$ cat config.mk
export PLATFORM = sky130hd
export DESIGN_NAME = lsu_ctl_top
export DESIGN_NICKNAME = d
export VERILOG_FILES = /design/src/lsu_pkg.sv /design/src/lsu_addr_if.sv /design/src/lsu_pkt_if.sv /design/src/lsu_addr_path.sv /design/src/lsu_pkt_pipe.sv /design/src/lsu_result_ctl.sv /design/src/lsu_ctl_top.sv
export SDC_FILE = /design/constraint.sdc
export NUM_CORES = 1
export LEC_CHECK = 0
export ABC_AREA = 1
export BUFFER_PORTS_ARGS = -buffer_cell sky130_fd_sc_hd__buf_2
export CAP_MARGIN = 0
export CORE_UTILIZATION = 45
export CTS_CLUSTER_SIZE = 28
export DETAILED_ROUTE_END_ITERATION = 10
export PLACE_DENSITY = 0.74
export SETUP_SLACK_MARGIN = 0.1
export SLEW_MARGIN = 5
export SYNTH_ARGS = -nofsm -noshare
export SYNTH_HDL_FRONTEND = slang
export SYNTH_SLANG_ARGS = --single-unit
$ cat constraint.sdc
create_clock -name clk -period 3.55 [get_ports clk]
set_input_delay 0.355 -clock clk [delete_from_list [all_inputs] [get_ports clk]]
set_output_delay 0.355 -clock clk [all_outputs]
set_load 0.1 [all_outputs]
$ cat src/lsu_pkg.sv
/*
 Shared definitions for the load/store control pipeline.
 Holds the memory map, access size and fault cause codes, and the load data
 view. Modules pull it in with a wildcard import in their header.
 */
package lsu_pkg;

   // Data path widths
   localparam int XLEN     = 32;
   localparam int OFFSET_W = 12;

   //**************************************************
   // Memory map
   //**************************************************
   localparam logic [XLEN-1:0] DCCM_BASE = 32'hF004_0000;
   localparam logic [XLEN-1:0] DCCM_SIZE = 32'h0001_0000;  // 64 KB
   localparam logic [XLEN-1:0] PIC_BASE  = 32'hF00C_0000;
   localparam logic [XLEN-1:0] PIC_SIZE  = 32'h0000_8000;  // 32 KB

   // Access size codes, code 3 is never issued
   localparam logic [1:0] SZ_BYTE = 2'd0;
   localparam logic [1:0] SZ_HALF = 2'd1;
   localparam logic [1:0] SZ_WORD = 2'd2;

   //**************************************************
   // Fault cause codes
   //**************************************************
   localparam int MSCAUSE_W = 4;

   localparam logic [MSCAUSE_W-1:0] MSCAUSE_NONE     = 4'd0;
   localparam logic [MSCAUSE_W-1:0] MSCAUSE_MISALIGN = 4'd1;
   localparam logic [MSCAUSE_W-1:0] MSCAUSE_CROSS    = 4'd2;  // Start and end in different regions
   localparam logic [MSCAUSE_W-1:0] MSCAUSE_PIC_SIZE = 4'd3;  // PIC only takes word accesses

   // Load data word, seen either as bytes or as halfwords
   typedef union packed {
      logic [3:0][7:0]  bytes;
      logic [1:0][15:0] halves;
   } ld_data_t;

endpackage

$ cat src/lsu_addr_if.sv
/*
 Address side results handed from the address path to the result stage.
 The address path drives src, the result stage reads dst.
 */
interface lsu_addr_if import lsu_pkg::*; ();

   logic [XLEN-1:0]      addr_r;          // Fault address at R
   logic                 external_m;      // Bus data capture enable
   logic                 external_r;
   logic                 misaligned_r;
   logic                 access_fault_r;
   logic [MSCAUSE_W-1:0] mscause_r;

   modport src (
      output addr_r, external_m, external_r, misaligned_r, access_fault_r, mscause_r
   );

   modport dst (
      input  addr_r, external_m, external_r, misaligned_r, access_fault_r, mscause_r
   );

endinterface

$ cat src/lsu_pkt_if.sv
/*
 R-stage control packet handed from the packet pipe to the result stage.
 The packet pipe drives src, the result stage reads dst.
 */
interface lsu_pkt_if;

   logic       valid_r;
   logic       load_r;
   logic       store_r;
   logic [1:0] size_r;    // SZ_* code
   logic       unsign_r;  // Zero extend when set

   modport src (
      output valid_r, load_r, store_r, size_r, unsign_r
   );

   modport dst (
      input  valid_r, load_r, store_r, size_r, unsign_r
   );

endinterface

$ cat src/lsu_addr_path.sv
/*
 Address side of the load/store pipe.
 Builds start and end addresses at D, decodes them against the memory map,
 derives misaligned and access faults, and carries all of it through M and R.
 */
module lsu_addr_path import lsu_pkg::*; (
   input  logic                clk,
   input  logic                reset,
   input  logic [XLEN-1:0]     rs1_d,
   input  logic [OFFSET_W-1:0] offset_d,
   input  logic [1:0]          size_d,
   output logic [XLEN-1:0]     lsu_addr_d,
   output logic [XLEN-1:0]     lsu_addr_m,
   output logic [XLEN-1:0]     lsu_addr_r,
   output logic [XLEN-1:0]     end_addr_d,
   output logic                addr_external_m,
   output logic                addr_in_dccm_r,
   output logic                addr_in_pic_r,
   lsu_addr_if.src             addr
);

   logic [XLEN-1:0]      offset_sext_d;
   logic [1:0]           len_m1_d;
   logic                 dccm_start_d, pic_start_d;
   logic                 dccm_end_d, pic_end_d;
   logic                 unaligned_d;
   logic                 misaligned_d, cross_d, pic_size_d, access_fault_d;
   logic [MSCAUSE_W-1:0] mscause_d;

   logic                 in_dccm_m, in_pic_m, external_m, external_r;
   logic                 misaligned_m, misaligned_r;
   logic                 access_fault_m, access_fault_r;
   logic [MSCAUSE_W-1:0] mscause_m, mscause_r;

   // Region hit for a power of two sized, size aligned region
   function automatic logic in_region(input logic [XLEN-1:0] a,
                                      input logic [XLEN-1:0] base,
                                      input logic [XLEN-1:0] size);
      return (a & ~(size - 1'b1)) == base;
   endfunction

   //**************************************************
   // D stage address generation
   //**************************************************
   assign offset_sext_d = {{(XLEN-OFFSET_W){offset_d[OFFSET_W-1]}}, offset_d};
   assign lsu_addr_d    = rs1_d + offset_sext_d;

   always_comb begin
      case (size_d)
         SZ_HALF: len_m1_d = 2'd1;
         SZ_WORD: len_m1_d = 2'd3;
         default: len_m1_d = 2'd0;   // Byte
      endcase
   end

   assign end_addr_d = lsu_addr_d + {{(XLEN-2){1'b0}}, len_m1_d};

   // Memory map decode of both ends
   assign dccm_start_d = in_region(lsu_addr_d, DCCM_BASE, DCCM_SIZE);
   assign pic_start_d  = in_region(lsu_addr_d, PIC_BASE, PIC_SIZE);
   assign dccm_end_d   = in_region(end_addr_d, DCCM_BASE, DCCM_SIZE);
   assign pic_end_d    = in_region(end_addr_d, PIC_BASE, PIC_SIZE);

   //**************************************************
   // Fault detection, fixed priority
   //**************************************************
   assign unaligned_d  = ((size_d == SZ_HALF) & lsu_addr_d[0]) |
                         ((size_d == SZ_WORD) & (|lsu_addr_d[1:0]));
   assign misaligned_d = unaligned_d & ~dccm_start_d;  // DCCM handles unaligned itself
   assign cross_d      = ~misaligned_d & ({dccm_start_d, pic_start_d} != {dccm_end_d, pic_end_d});
   assign pic_size_d   = ~misaligned_d & ~cross_d & pic_start_d & (size_d != SZ_WORD);
   assign access_fault_d = cross_d | pic_size_d;

   assign mscause_d = misaligned_d ? MSCAUSE_MISALIGN :
                      cross_d      ? MSCAUSE_CROSS    :
                      pic_size_d   ? MSCAUSE_PIC_SIZE : MSCAUSE_NONE;

   //**************************************************
   // M and R stage registers
   //**************************************************
   always_ff @(posedge clk) begin
      lsu_addr_m <= lsu_addr_d;
      lsu_addr_r <= lsu_addr_m;
   end

   always_ff @(posedge clk) begin
      if (reset) begin
         in_dccm_m      <= 1'b0;
         in_pic_m       <= 1'b0;
         external_m     <= 1'b0;
         misaligned_m   <= 1'b0;
         access_fault_m <= 1'b0;
         mscause_m      <= MSCAUSE_NONE;
         addr_in_dccm_r <= 1'b0;
         addr_in_pic_r  <= 1'b0;
         external_r     <= 1'b0;
         misaligned_r   <= 1'b0;
         access_fault_r <= 1'b0;
         mscause_r      <= MSCAUSE_NONE;
      end else begin
         in_dccm_m      <= dccm_start_d;
         in_pic_m       <= pic_start_d;
         external_m     <= ~dccm_start_d & ~pic_start_d;
         misaligned_m   <= misaligned_d;
         access_fault_m <= access_fault_d;
         mscause_m      <= mscause_d;
         addr_in_dccm_r <= in_dccm_m;
         addr_in_pic_r  <= in_pic_m;
         external_r     <= external_m;
         misaligned_r   <= misaligned_m;
         access_fault_r <= access_fault_m;
         mscause_r      <= mscause_m;
      end
   end

   assign addr_external_m     = external_m;
   assign addr.addr_r         = lsu_addr_r;
   assign addr.external_m     = external_m;
   assign addr.external_r     = external_r;
   assign addr.misaligned_r   = misaligned_r;
   assign addr.access_fault_r = access_fault_r;
   assign addr.mscause_r      = mscause_r;

endmodule

$ cat src/lsu_pkt_pipe.sv
/*
 Control packet pipe from D to R.
 Valid is killed by flush_m_up on entry to M and on the step from M to R,
 the remaining packet bits simply follow along.
 */
module lsu_pkt_pipe import lsu_pkg::*; (
   input  logic       clk,
   input  logic       reset,
   input  logic       valid_d,
   input  logic       load_d,
   input  logic       store_d,
   input  logic       unsign_d,
   input  logic [1:0] size_d,
   input  logic       flush_m_up,   // Kills the D and M operations
   lsu_pkt_if.src     pkt
);

   logic       valid_m, valid_r;
   logic       load_m, load_r;
   logic       store_m, store_r;
   logic       unsign_m, unsign_r;
   logic [1:0] size_m, size_r;

   //**************************************************
   // Valid bits, cleared on reset and on flush
   //**************************************************
   always_ff @(posedge clk) begin
      if (reset) begin
         valid_m <= 1'b0;
         valid_r <= 1'b0;
      end else begin
         valid_m <= valid_d & ~flush_m_up;
         valid_r <= valid_m & ~flush_m_up;
      end
   end

   // Packet payload, qualified by valid downstream
   always_ff @(posedge clk) begin
      load_m   <= load_d;
      store_m  <= store_d;
      unsign_m <= unsign_d;
      size_m   <= size_d;

      load_r   <= load_m;
      store_r  <= store_m;
      unsign_r <= unsign_m;
      size_r   <= size_m;
   end

   // Size codes are checked against SZ_* only at R
   assign pkt.valid_r  = valid_r;
   assign pkt.load_r   = load_r;
   assign pkt.store_r  = store_r;
   assign pkt.size_r   = size_r;
   assign pkt.unsign_r = unsign_r;

endmodule

$ cat src/lsu_result_ctl.sv
/*
 R-stage result logic.
 Captures bus read data at M, picks bus or local memory data at R, formats
 it by size and sign, and builds the exception outputs and commit.
 */
module lsu_result_ctl import lsu_pkg::*; (
   input  logic                 clk,
   input  logic                 reset,
   input  logic [XLEN-1:0]      bus_read_data_m,
   input  logic [XLEN-1:0]      ld_data_r,
   input  logic                 flush_r,
   lsu_addr_if.dst              addr,
   lsu_pkt_if.dst               pkt,
   output logic [XLEN-1:0]      lsu_result_r,
   output logic                 lsu_commit_r,
   output logic                 exc_valid_r,
   output logic                 exc_type_r,
   output logic [MSCAUSE_W-1:0] mscause_r
);

   logic [XLEN-1:0] bus_data_r;
   ld_data_t        datafn_r;

   //**************************************************
   // Bus data capture
   //**************************************************
   always_ff @(posedge clk) begin
      if (addr.external_m)
         bus_data_r <= bus_read_data_m;
   end

   // Data source for the R operation
   assign datafn_r = addr.external_r ? bus_data_r : ld_data_r;

   //**************************************************
   // Load formatting
   //**************************************************
   always_comb begin
      case (pkt.size_r)
         SZ_BYTE: begin
            if (pkt.unsign_r)
               lsu_result_r = {{(XLEN-8){1'b0}}, datafn_r.bytes[0]};
            else
               lsu_result_r = {{(XLEN-8){datafn_r.bytes[0][7]}}, datafn_r.bytes[0]};
         end
         SZ_HALF: begin
            if (pkt.unsign_r)
               lsu_result_r = {{(XLEN-16){1'b0}}, datafn_r.halves[0]};
            else
               lsu_result_r = {{(XLEN-16){datafn_r.halves[0][15]}}, datafn_r.halves[0]};
         end
         default: lsu_result_r = datafn_r;   // Word passes through
      endcase
   end

   //**************************************************
   // Exceptions and commit
   //**************************************************
   assign exc_valid_r = pkt.valid_r & (addr.misaligned_r | addr.access_fault_r);
   assign exc_type_r  = addr.access_fault_r;   // 0 is misaligned
   assign mscause_r   = addr.mscause_r;

   // An exception does not hold off commit, only flush_r does
   assign lsu_commit_r = pkt.valid_r & (pkt.load_r | pkt.store_r) & ~flush_r;

endmodule

$ cat src/lsu_ctl_top.sv
/*
 Top level of the load/store control pipeline.
 Ties the address path, the packet pipe and the result stage together
 through two interfaces and brings everything out on plain ports.
 */
module lsu_ctl_top import lsu_pkg::*; (
   input  logic                 clk,
   input  logic                 reset,

   // D stage operation
   input  logic                 valid_d,
   input  logic                 load_d,
   input  logic                 store_d,
   input  logic                 unsign_d,
   input  logic [1:0]           size_d,
   input  logic [XLEN-1:0]      rs1_d,
   input  logic [OFFSET_W-1:0]  offset_d,

   input  logic                 flush_m_up,
   input  logic                 flush_r,
   input  logic [XLEN-1:0]      bus_read_data_m,
   input  logic [XLEN-1:0]      ld_data_r,

   // Addresses down the pipe
   output logic [XLEN-1:0]      lsu_addr_d,
   output logic [XLEN-1:0]      lsu_addr_m,
   output logic [XLEN-1:0]      lsu_addr_r,
   output logic [XLEN-1:0]      end_addr_d,
   output logic                 addr_external_m,
   output logic                 addr_in_dccm_r,
   output logic                 addr_in_pic_r,

   // R stage results
   output logic [XLEN-1:0]      lsu_result_r,
   output logic                 lsu_commit_r,
   output logic                 exc_valid_r,
   output logic                 exc_type_r,
   output logic [MSCAUSE_W-1:0] mscause_r
);

   lsu_addr_if addr_bus ();
   lsu_pkt_if  pkt_bus ();

   lsu_addr_path u_addr_path (
      .clk             (clk),
      .reset           (reset),
      .rs1_d           (rs1_d),
      .offset_d        (offset_d),
      .size_d          (size_d),
      .lsu_addr_d      (lsu_addr_d),
      .lsu_addr_m      (lsu_addr_m),
      .lsu_addr_r      (lsu_addr_r),
      .end_addr_d      (end_addr_d),
      .addr_external_m (addr_external_m),
      .addr_in_dccm_r  (addr_in_dccm_r),
      .addr_in_pic_r   (addr_in_pic_r),
      .addr            (addr_bus.src)
   );

   lsu_pkt_pipe u_pkt_pipe (
      .clk        (clk),
      .reset      (reset),
      .valid_d    (valid_d),
      .load_d     (load_d),
      .store_d    (store_d),
      .unsign_d   (unsign_d),
      .size_d     (size_d),
      .flush_m_up (flush_m_up),
      .pkt        (pkt_bus.src)
   );

   lsu_result_ctl u_result_ctl (
      .clk             (clk),
      .reset           (reset),
      .bus_read_data_m (bus_read_data_m),
      .ld_data_r       (ld_data_r),
      .flush_r         (flush_r),
      .addr            (addr_bus.dst),
      .pkt             (pkt_bus.dst),
      .lsu_result_r    (lsu_result_r),
      .lsu_commit_r    (lsu_commit_r),
      .exc_valid_r     (exc_valid_r),
      .exc_type_r      (exc_type_r),
      .mscause_r       (mscause_r)
   );

endmodule

==> Yosys cells after proc, flatten, opt, wreduce, memory -nomap -nowiden <==
Cells that the tools add are included.
W data, S select, Z words.
{ "word_totals": {"ff_bits": 126, "latch_bits": 0, "ram_bits": 0, "romBits": 0, "input_bits": 118, "output_inout_bits": 170, "n_memories": 0} }
{ "classes": {"n_addsub": 2, "multipliers": 0, "n_div": 0, "magnitude_cmp": 0, "eq_ne": 9, "n_shift": 0, "mux": 8, "n_bitwise": 23, "n_reduce_logical": 4} }
{ "ops": {"columns": ["operator", "count"], "rows": [
  ["$mux W32", 3],
  ["$pmux W32 S2", 1],
  ["$eq A17 B17 Y1 const B", 2],
  ["$add A32 B2 Y32", 1],
  ["$add A32 B32 Y32", 1],
  ["$eq A16 B16 Y1 const B", 2],
  ["$and A1 B1 Y1", 13],
  ["$not A1 Y1", 6],
  ["$eq A2 B1 Y1 const B", 2],
  ["$mux W2", 2],
  ["$or A1 B1 Y1", 4],
  ["$pmux W2 S2", 1],
  ["$reduce_or A2 Y1", 2],
  ["$reduce_or A3 Y1", 1],
  ["$eq A2 B2 Y1 const B", 1],
  ["$logic_not A2 Y1", 1],
  ["$ne A2 B2 Y1", 1],
  ["$ne A2 B2 Y1 const B", 1],
  ["$mux W1", 1]
]} }

==> Depth between registers and ports, before layout <==
{ "logic_depth": {"depth_word": 14, "mapped_depth": 28, "mapped_depth_nobuf": 28} }

==> By module <==
Synthesis repeated with hierarchy kept, for this count alone.
{ "hier_totals": {"cells_unflattened": 1237, "hier_area_um2": 8364.3} }
{ "modules_own_cells": {"columns": ["module", "n_inst", "cells_each", "area_each_um2", "seq_area_each_um2"], "rows": [
  ["lsu_addr_path", 1, 1009, 6256.0, 1561.5],
  ["lsu_result_ctl", 1, 211, 1849.3, 960.9],
  ["lsu_pkt_pipe", 1, 17, 259.0, 240.2]
]} }

==> Least setup slack after synthesis <==
OpenSTA, ideal clock, no wires.
{ "synth_timing": {"path_type": "input-to-reg", "from": "input rs1_d[0]", "to": "register u_addr_path.access_fault_m", "t_arrival_ps": 4631, "setup_slack_ps": -1195, "cell_stages": 24, "path_buffers": 0, "path_cell_list": "ha_1 -> fa_1 -> fa_1 -> inv_1 -> nor2_1 -> nand2_1 -> nor2_1 -> nand2_1 -> nor2_8 -> nand2_4 -> nor2_4 -> nand2_1 -> nor2_4 -> nand3_1 -> nand2_1 -> nand3_2 -> nor2_4 -> nand2_1 -> nand2_1 -> nand2_1 -> inv_2 -> nand2_1 -> nand2_1 -> nand2_1"} }
{ "synth_via": {"elab_cells_between_ends": 20, "cone_classes": "2 x add/sub; 5 x eq/ne; 12 x bitwise; 1 x reduce/logical"} }
{ "synth_lines": {"columns": ["element", "line", "source"], "rows": [
  ["from (decl)", "lsu_ctl_top.sv:16", "input logic [XLEN-1:0] rs1_d,"],
  ["$add A32 B32 Y32 *", "lsu_addr_path.sv:46", "assign lsu_addr_d = rs1_d + offset_sext_d;"],
  ["named net lsu_addr_d[1]", "lsu_ctl_top.sv:25", "output logic [XLEN-1:0] lsu_addr_d,"],
  ["$add A32 B2 Y32 *", "lsu_addr_path.sv:56", "assign end_addr_d = lsu_addr_d + {{(XLEN-2){1'b0}}, len_m1_d};"],
  ["named net end_addr_d[28]", "lsu_ctl_top.sv:28", "output logic [XLEN-1:0] end_addr_d,"],
  ["$eq A17 B17 Y1 / $eq A16 B16 Y1 (equally long branches)", "lsu_addr_path.sv:39", "return (a & ~(size - 1'b1)) == base;"],
  ["$ne A2 B2 Y1 *", "lsu_addr_path.sv:70", "assign cross_d = ~misaligned_d & ({dccm_start_d, pic_start_d} != {dccm_end_d, pic_end_d});"],
  ["$and A1 B1 Y1 *", "lsu_addr_path.sv:70", null],
  ["$not A1 Y1", "lsu_addr_path.sv:71", "assign pic_size_d = ~misaligned_d & ~cross_d & pic_start_d & (size_d != SZ_WORD);"],
  ["$and A1 B1 Y1 (3 in series)", "lsu_addr_path.sv:71", null],
  ["$or A1 B1 Y1 *", "lsu_addr_path.sv:72", "assign access_fault_d = cross_d | pic_size_d;"],
  ["to (signal assigned)", "lsu_addr_path.sv:105", "access_fault_m <= access_fault_d;"],
  ["to (decl)", "lsu_addr_path.sv:32", "logic access_fault_m, access_fault_r;"]
]} }
Mark *: on every way through the listed nets, which the timed path passes. The rest lies on a longest branch.
A chain may end at the register's enable or synchronous reset.

==> Worst setup path after layout <==
{ "layout_timing": {"from": "input offset_d[0]", "to": "output end_addr_d[31]"} }
{ "layout_via": {"elab_chain_cells": 2} }
{ "layout_rtl": {"columns": ["element", "line", "source"], "rows": [
  ["from (decl)", "lsu_ctl_top.sv:17", "input logic [OFFSET_W-1:0] offset_d,"],
  ["$add A32 B32 Y32", "lsu_addr_path.sv:46", null],
  ["$add A32 B2 Y32", "lsu_addr_path.sv:56", null],
  ["to (decl)", "lsu_ctl_top.sv:28", null]
]} }
No other way between the ends.

==> impl_metrics.tcl <==
set metrics [dict create \
    switching_share_pct 53.3 \
    area_delta_synth_final_pct 45.5 \
    clock_skew_ns 0.00878 \
    ys_top_cells_by_area "dfxtp_1 (24%), nand2_1 (18%), edfxtp_1 (13%), inv_1 (8.2%), nor2_1 (5.9%)" \
    worstPathRequired_ns 3.19 \
    path_common_cell "nor2_4" \
    drt-vias-per-instance 4.90 \
    clk_pin_slew_worst_paths_ns 0.06 \
    grt_overflow 0 \
    fill_cells 1460 \
    rsz0062_at_grt "yes" \
    yosysSeqAreaShare_pct 36.1 \
    num_io_pins 288 \
    core_mm2 0.0166 \
    critPathLaunchType "input port" \
    share_comb_of_total_power_pct 54.5 \
    drv_slew 0 \
    cts-htree-levels 4 \
    crit_type "input port to output pin" \
    multi_input_area_mm2 0.00458 \
    num_rows 47 \
    synth.largest_area_cell "dfxtp_1" \
    place_hpwl_um 20700 \
    wl_um 25300 \
    yosysTopAreaCellShare_pct 23.5 \
    drt_iter0_drc 375 \
    layout.cells.most_common_list "nand2_1 (348), buf_2 (259), inv_1 (155)" \
    power.internal_mw 3.39 \
    grt_pass1_wl_um 38500 \
    vias 8447 \
    placed_cell_area_mm2 0.0103 \
    cp.arrival_ns 3.08 \
    yosysWarningCount 0 \
    cts_made_buffers 17 \
    drv_cap 0 \
    cts_tree "built" \
    cp_max_fo 4 \
    fmax_mhz 291 \
    antenna_found_initial 3 \
    track_usage_pct 28.2 \
    crit_chain "buf_6, ha_4, fa_2, ha_4, a21oi_2, nor2_2, nand3_2, nor2_4, nand2_2, nor2_4, nand3_2, nor2_4, nand3_4, nor2_4, nand2_2, nand2_4, nand2_8, buf_12" \
    fp.dieW_um 132 \
    leakage_nw 5.82 \
    vdd_drop_max_mv 0.567 \
    holdWs_ns 0.0457 \
    seqPwrFrac_pct 22.7 \
    worstHoldPathType "input port to flop" \
    cp_slowest_cell "fa_2" \
    drive_gt1_share_pct 37.7 \
    clk_path_buf_depth 2 \
    avgSynthCellArea_um2 6.73 \
    seqCellArea_mm2 0.00276 \
    clk_latency_ns 0.40 \
    ys_ff_latch 122 \
    die_h_um 132 \
    io_buffers 285 \
    pwr_density_cell_mw_per_mm2 652 \
    syn_inst 1139 \
    slowest_delay_ns 0.51 \
    clock_sinks 122 \
    drc_errors 0 \
    p_clk_share_pct 22.8 \
    place_congestion 0.917 \
    worst_pin_slew_ns 0.639 \
    min_period_ns 3.44 \
    firstDrtPassIters 5 \
    place_ws_ns -0.141 \
    syn-cell-area_mm2 0.00766 \
    grt_max_degree 27 \
    final_antenna_net_count 0 \
    final_cell_area_mm2 0.0111 \
    grt_pass1_vias 7805 \
    fin_crit_sh_pct 96.9 \
    crit_path_end_kind "output pin" \
    clockRootBuffer "clkbuf_16" \
    fin_nets 1644 \
    setup_tns_ns 0 \
    synth.distinct_cells 35 \
    relSlewSlack_pct 57.4 \
    setup_viol 0 \
    outcome "finished clean" \
    p_switching_mw 3.88 \
    worst_slack_ns 0.111 \
    finalHoldViolCount 0 \
    layout_commonest_cell "nand2_1" \
    die-area_mm2 0.0176 \
    avgRoutedWirePerCell_um 14.7 \
    start_util_pct 46.2 \
]
[path summary, 6_finish.rpt]
check                                                       startpoint                                    end  slack (ns)  cells past startpoint
worst min-delay path                                           store_d             u_pkt_pipe.store_m$_DFF_P_        0.05                      1
worst max-delay path                                       offset_d[0]                         end_addr_d[31]        0.11                     18
worst max register to register  u_addr_path.addr.external_m$_SDFF_PP0_  u_result_ctl.bus_data_r[18]$_DFFE_PP_        2.07                      1
worst min register to register            u_pkt_pipe.size_m[0]$_DFF_P_       u_pkt_pipe.pkt.size_r[0]$_DFF_P_        0.33                      0
[flip-flops by register name, summed over array words and instances, names as in the netlist, 2 cells and up]
name	flops
u_result_ctl.bus_data_r	32
u_pkt_pipe.size_m	2
u_addr_path.lsu_addr_m	32
u_addr_path.addr.mscause_r	2
u_pkt_pipe.pkt.size_r	2
u_addr_path.addr.addr_r	32
u_addr_path.mscause_m	2
[through the flow]
stage               power (mW)  utilization [%]  std cells
detailed placement        5.57             62.0       1683
global placement          5.55             62.0       1683
CTS                       7.23             65.6       1717
global route              7.52             67.2       1724
floorplan                 4.68                -       1140
finish                    7.27             67.2       1724
[layer usage]
metal  vias up  wire [µm]  track usage [%]  part of all wire [%]
li1       4262          -                -                     -
met1      3811      10000             32.1                    40
met2       316      12900             51.9                    51
met5         -          0                0                     0
met3        58       1550             4.71                   6.1
met4         0        860             12.0                   3.4
[cells by family (layout without fill, tap and decap cells)]
group           count (synthesis)  in the layout  share of synthesized area, %
compound gates                 84             84                          5.86
xor+xnor                       11             11                          1.36
fa+ha+maj                      37             37                          6.24
buf+inv                       191            553                          9.46
flops                         122            122                          36.1
other cells                     1              4                        0.0489
simple gates                  693            693                          41.0
[critical path: cells and delay by family]
kind	cells	cell delay (ns)
simple gates	12	1.43
fa+ha+maj	3	0.97
compound gates	1	0.05
buf+inv	2	0.26
[power by group through the flow]
stage | Sequential (mW) | Clock (mW) | Combinational (mW)
2_1_floorplan | 2.62 | 0 | 2.06
3_3_place_gp | 1.67 | 0 | 3.87
3_5_place_dp | 1.68 | 0 | 3.89
4_1_cts | 1.65 | 1.67 | 3.91
5_1_grt | 1.66 | 1.74 | 4.12
6_report | 1.65 | 1.66 | 3.96
[area by class of cell]
cell class	count	area share, %
sequential	122	24.8
inverter	179	6.48
clock buffer	18	3.94
clock inverter	14	1.22
timing repair buffer	342	19.9
multi-input combinational	827	41.1
tap	220	2.47
antenna	2	0.0449
[Yosys cell counts, drive strengths merged]
cell type / instances
a21o: 3
a21oi: 27
and2: 5
buf: 2
clkbuf: 10
conb: 1
dfxtp: 90
edfxtp: 32
fa: 2
ha: 35
inv: 179
nand2: 418
nand3: 93
nand3b: 3
nand4: 14
nor2: 151
nor3: 5
nor3b: 2
nor4: 2
o21ai: 45
o21bai: 2
o22ai: 4
o31ai: 3
xnor2: 1
xor2: 10
[repair_timing]
| item | CTS | global route |
|---|---|---|
| endpoints found under the setup margin | 9 | 17 |
| setup buffers | 2 | 5 |
| hold buffers | 0 | 0 |
| gates cloned | 0 | 0 |
| gates resized for setup | 2 | 63 |
| pin swaps | 5 | 20 |
No activity file was read; power rests on OpenSTA's default activity.
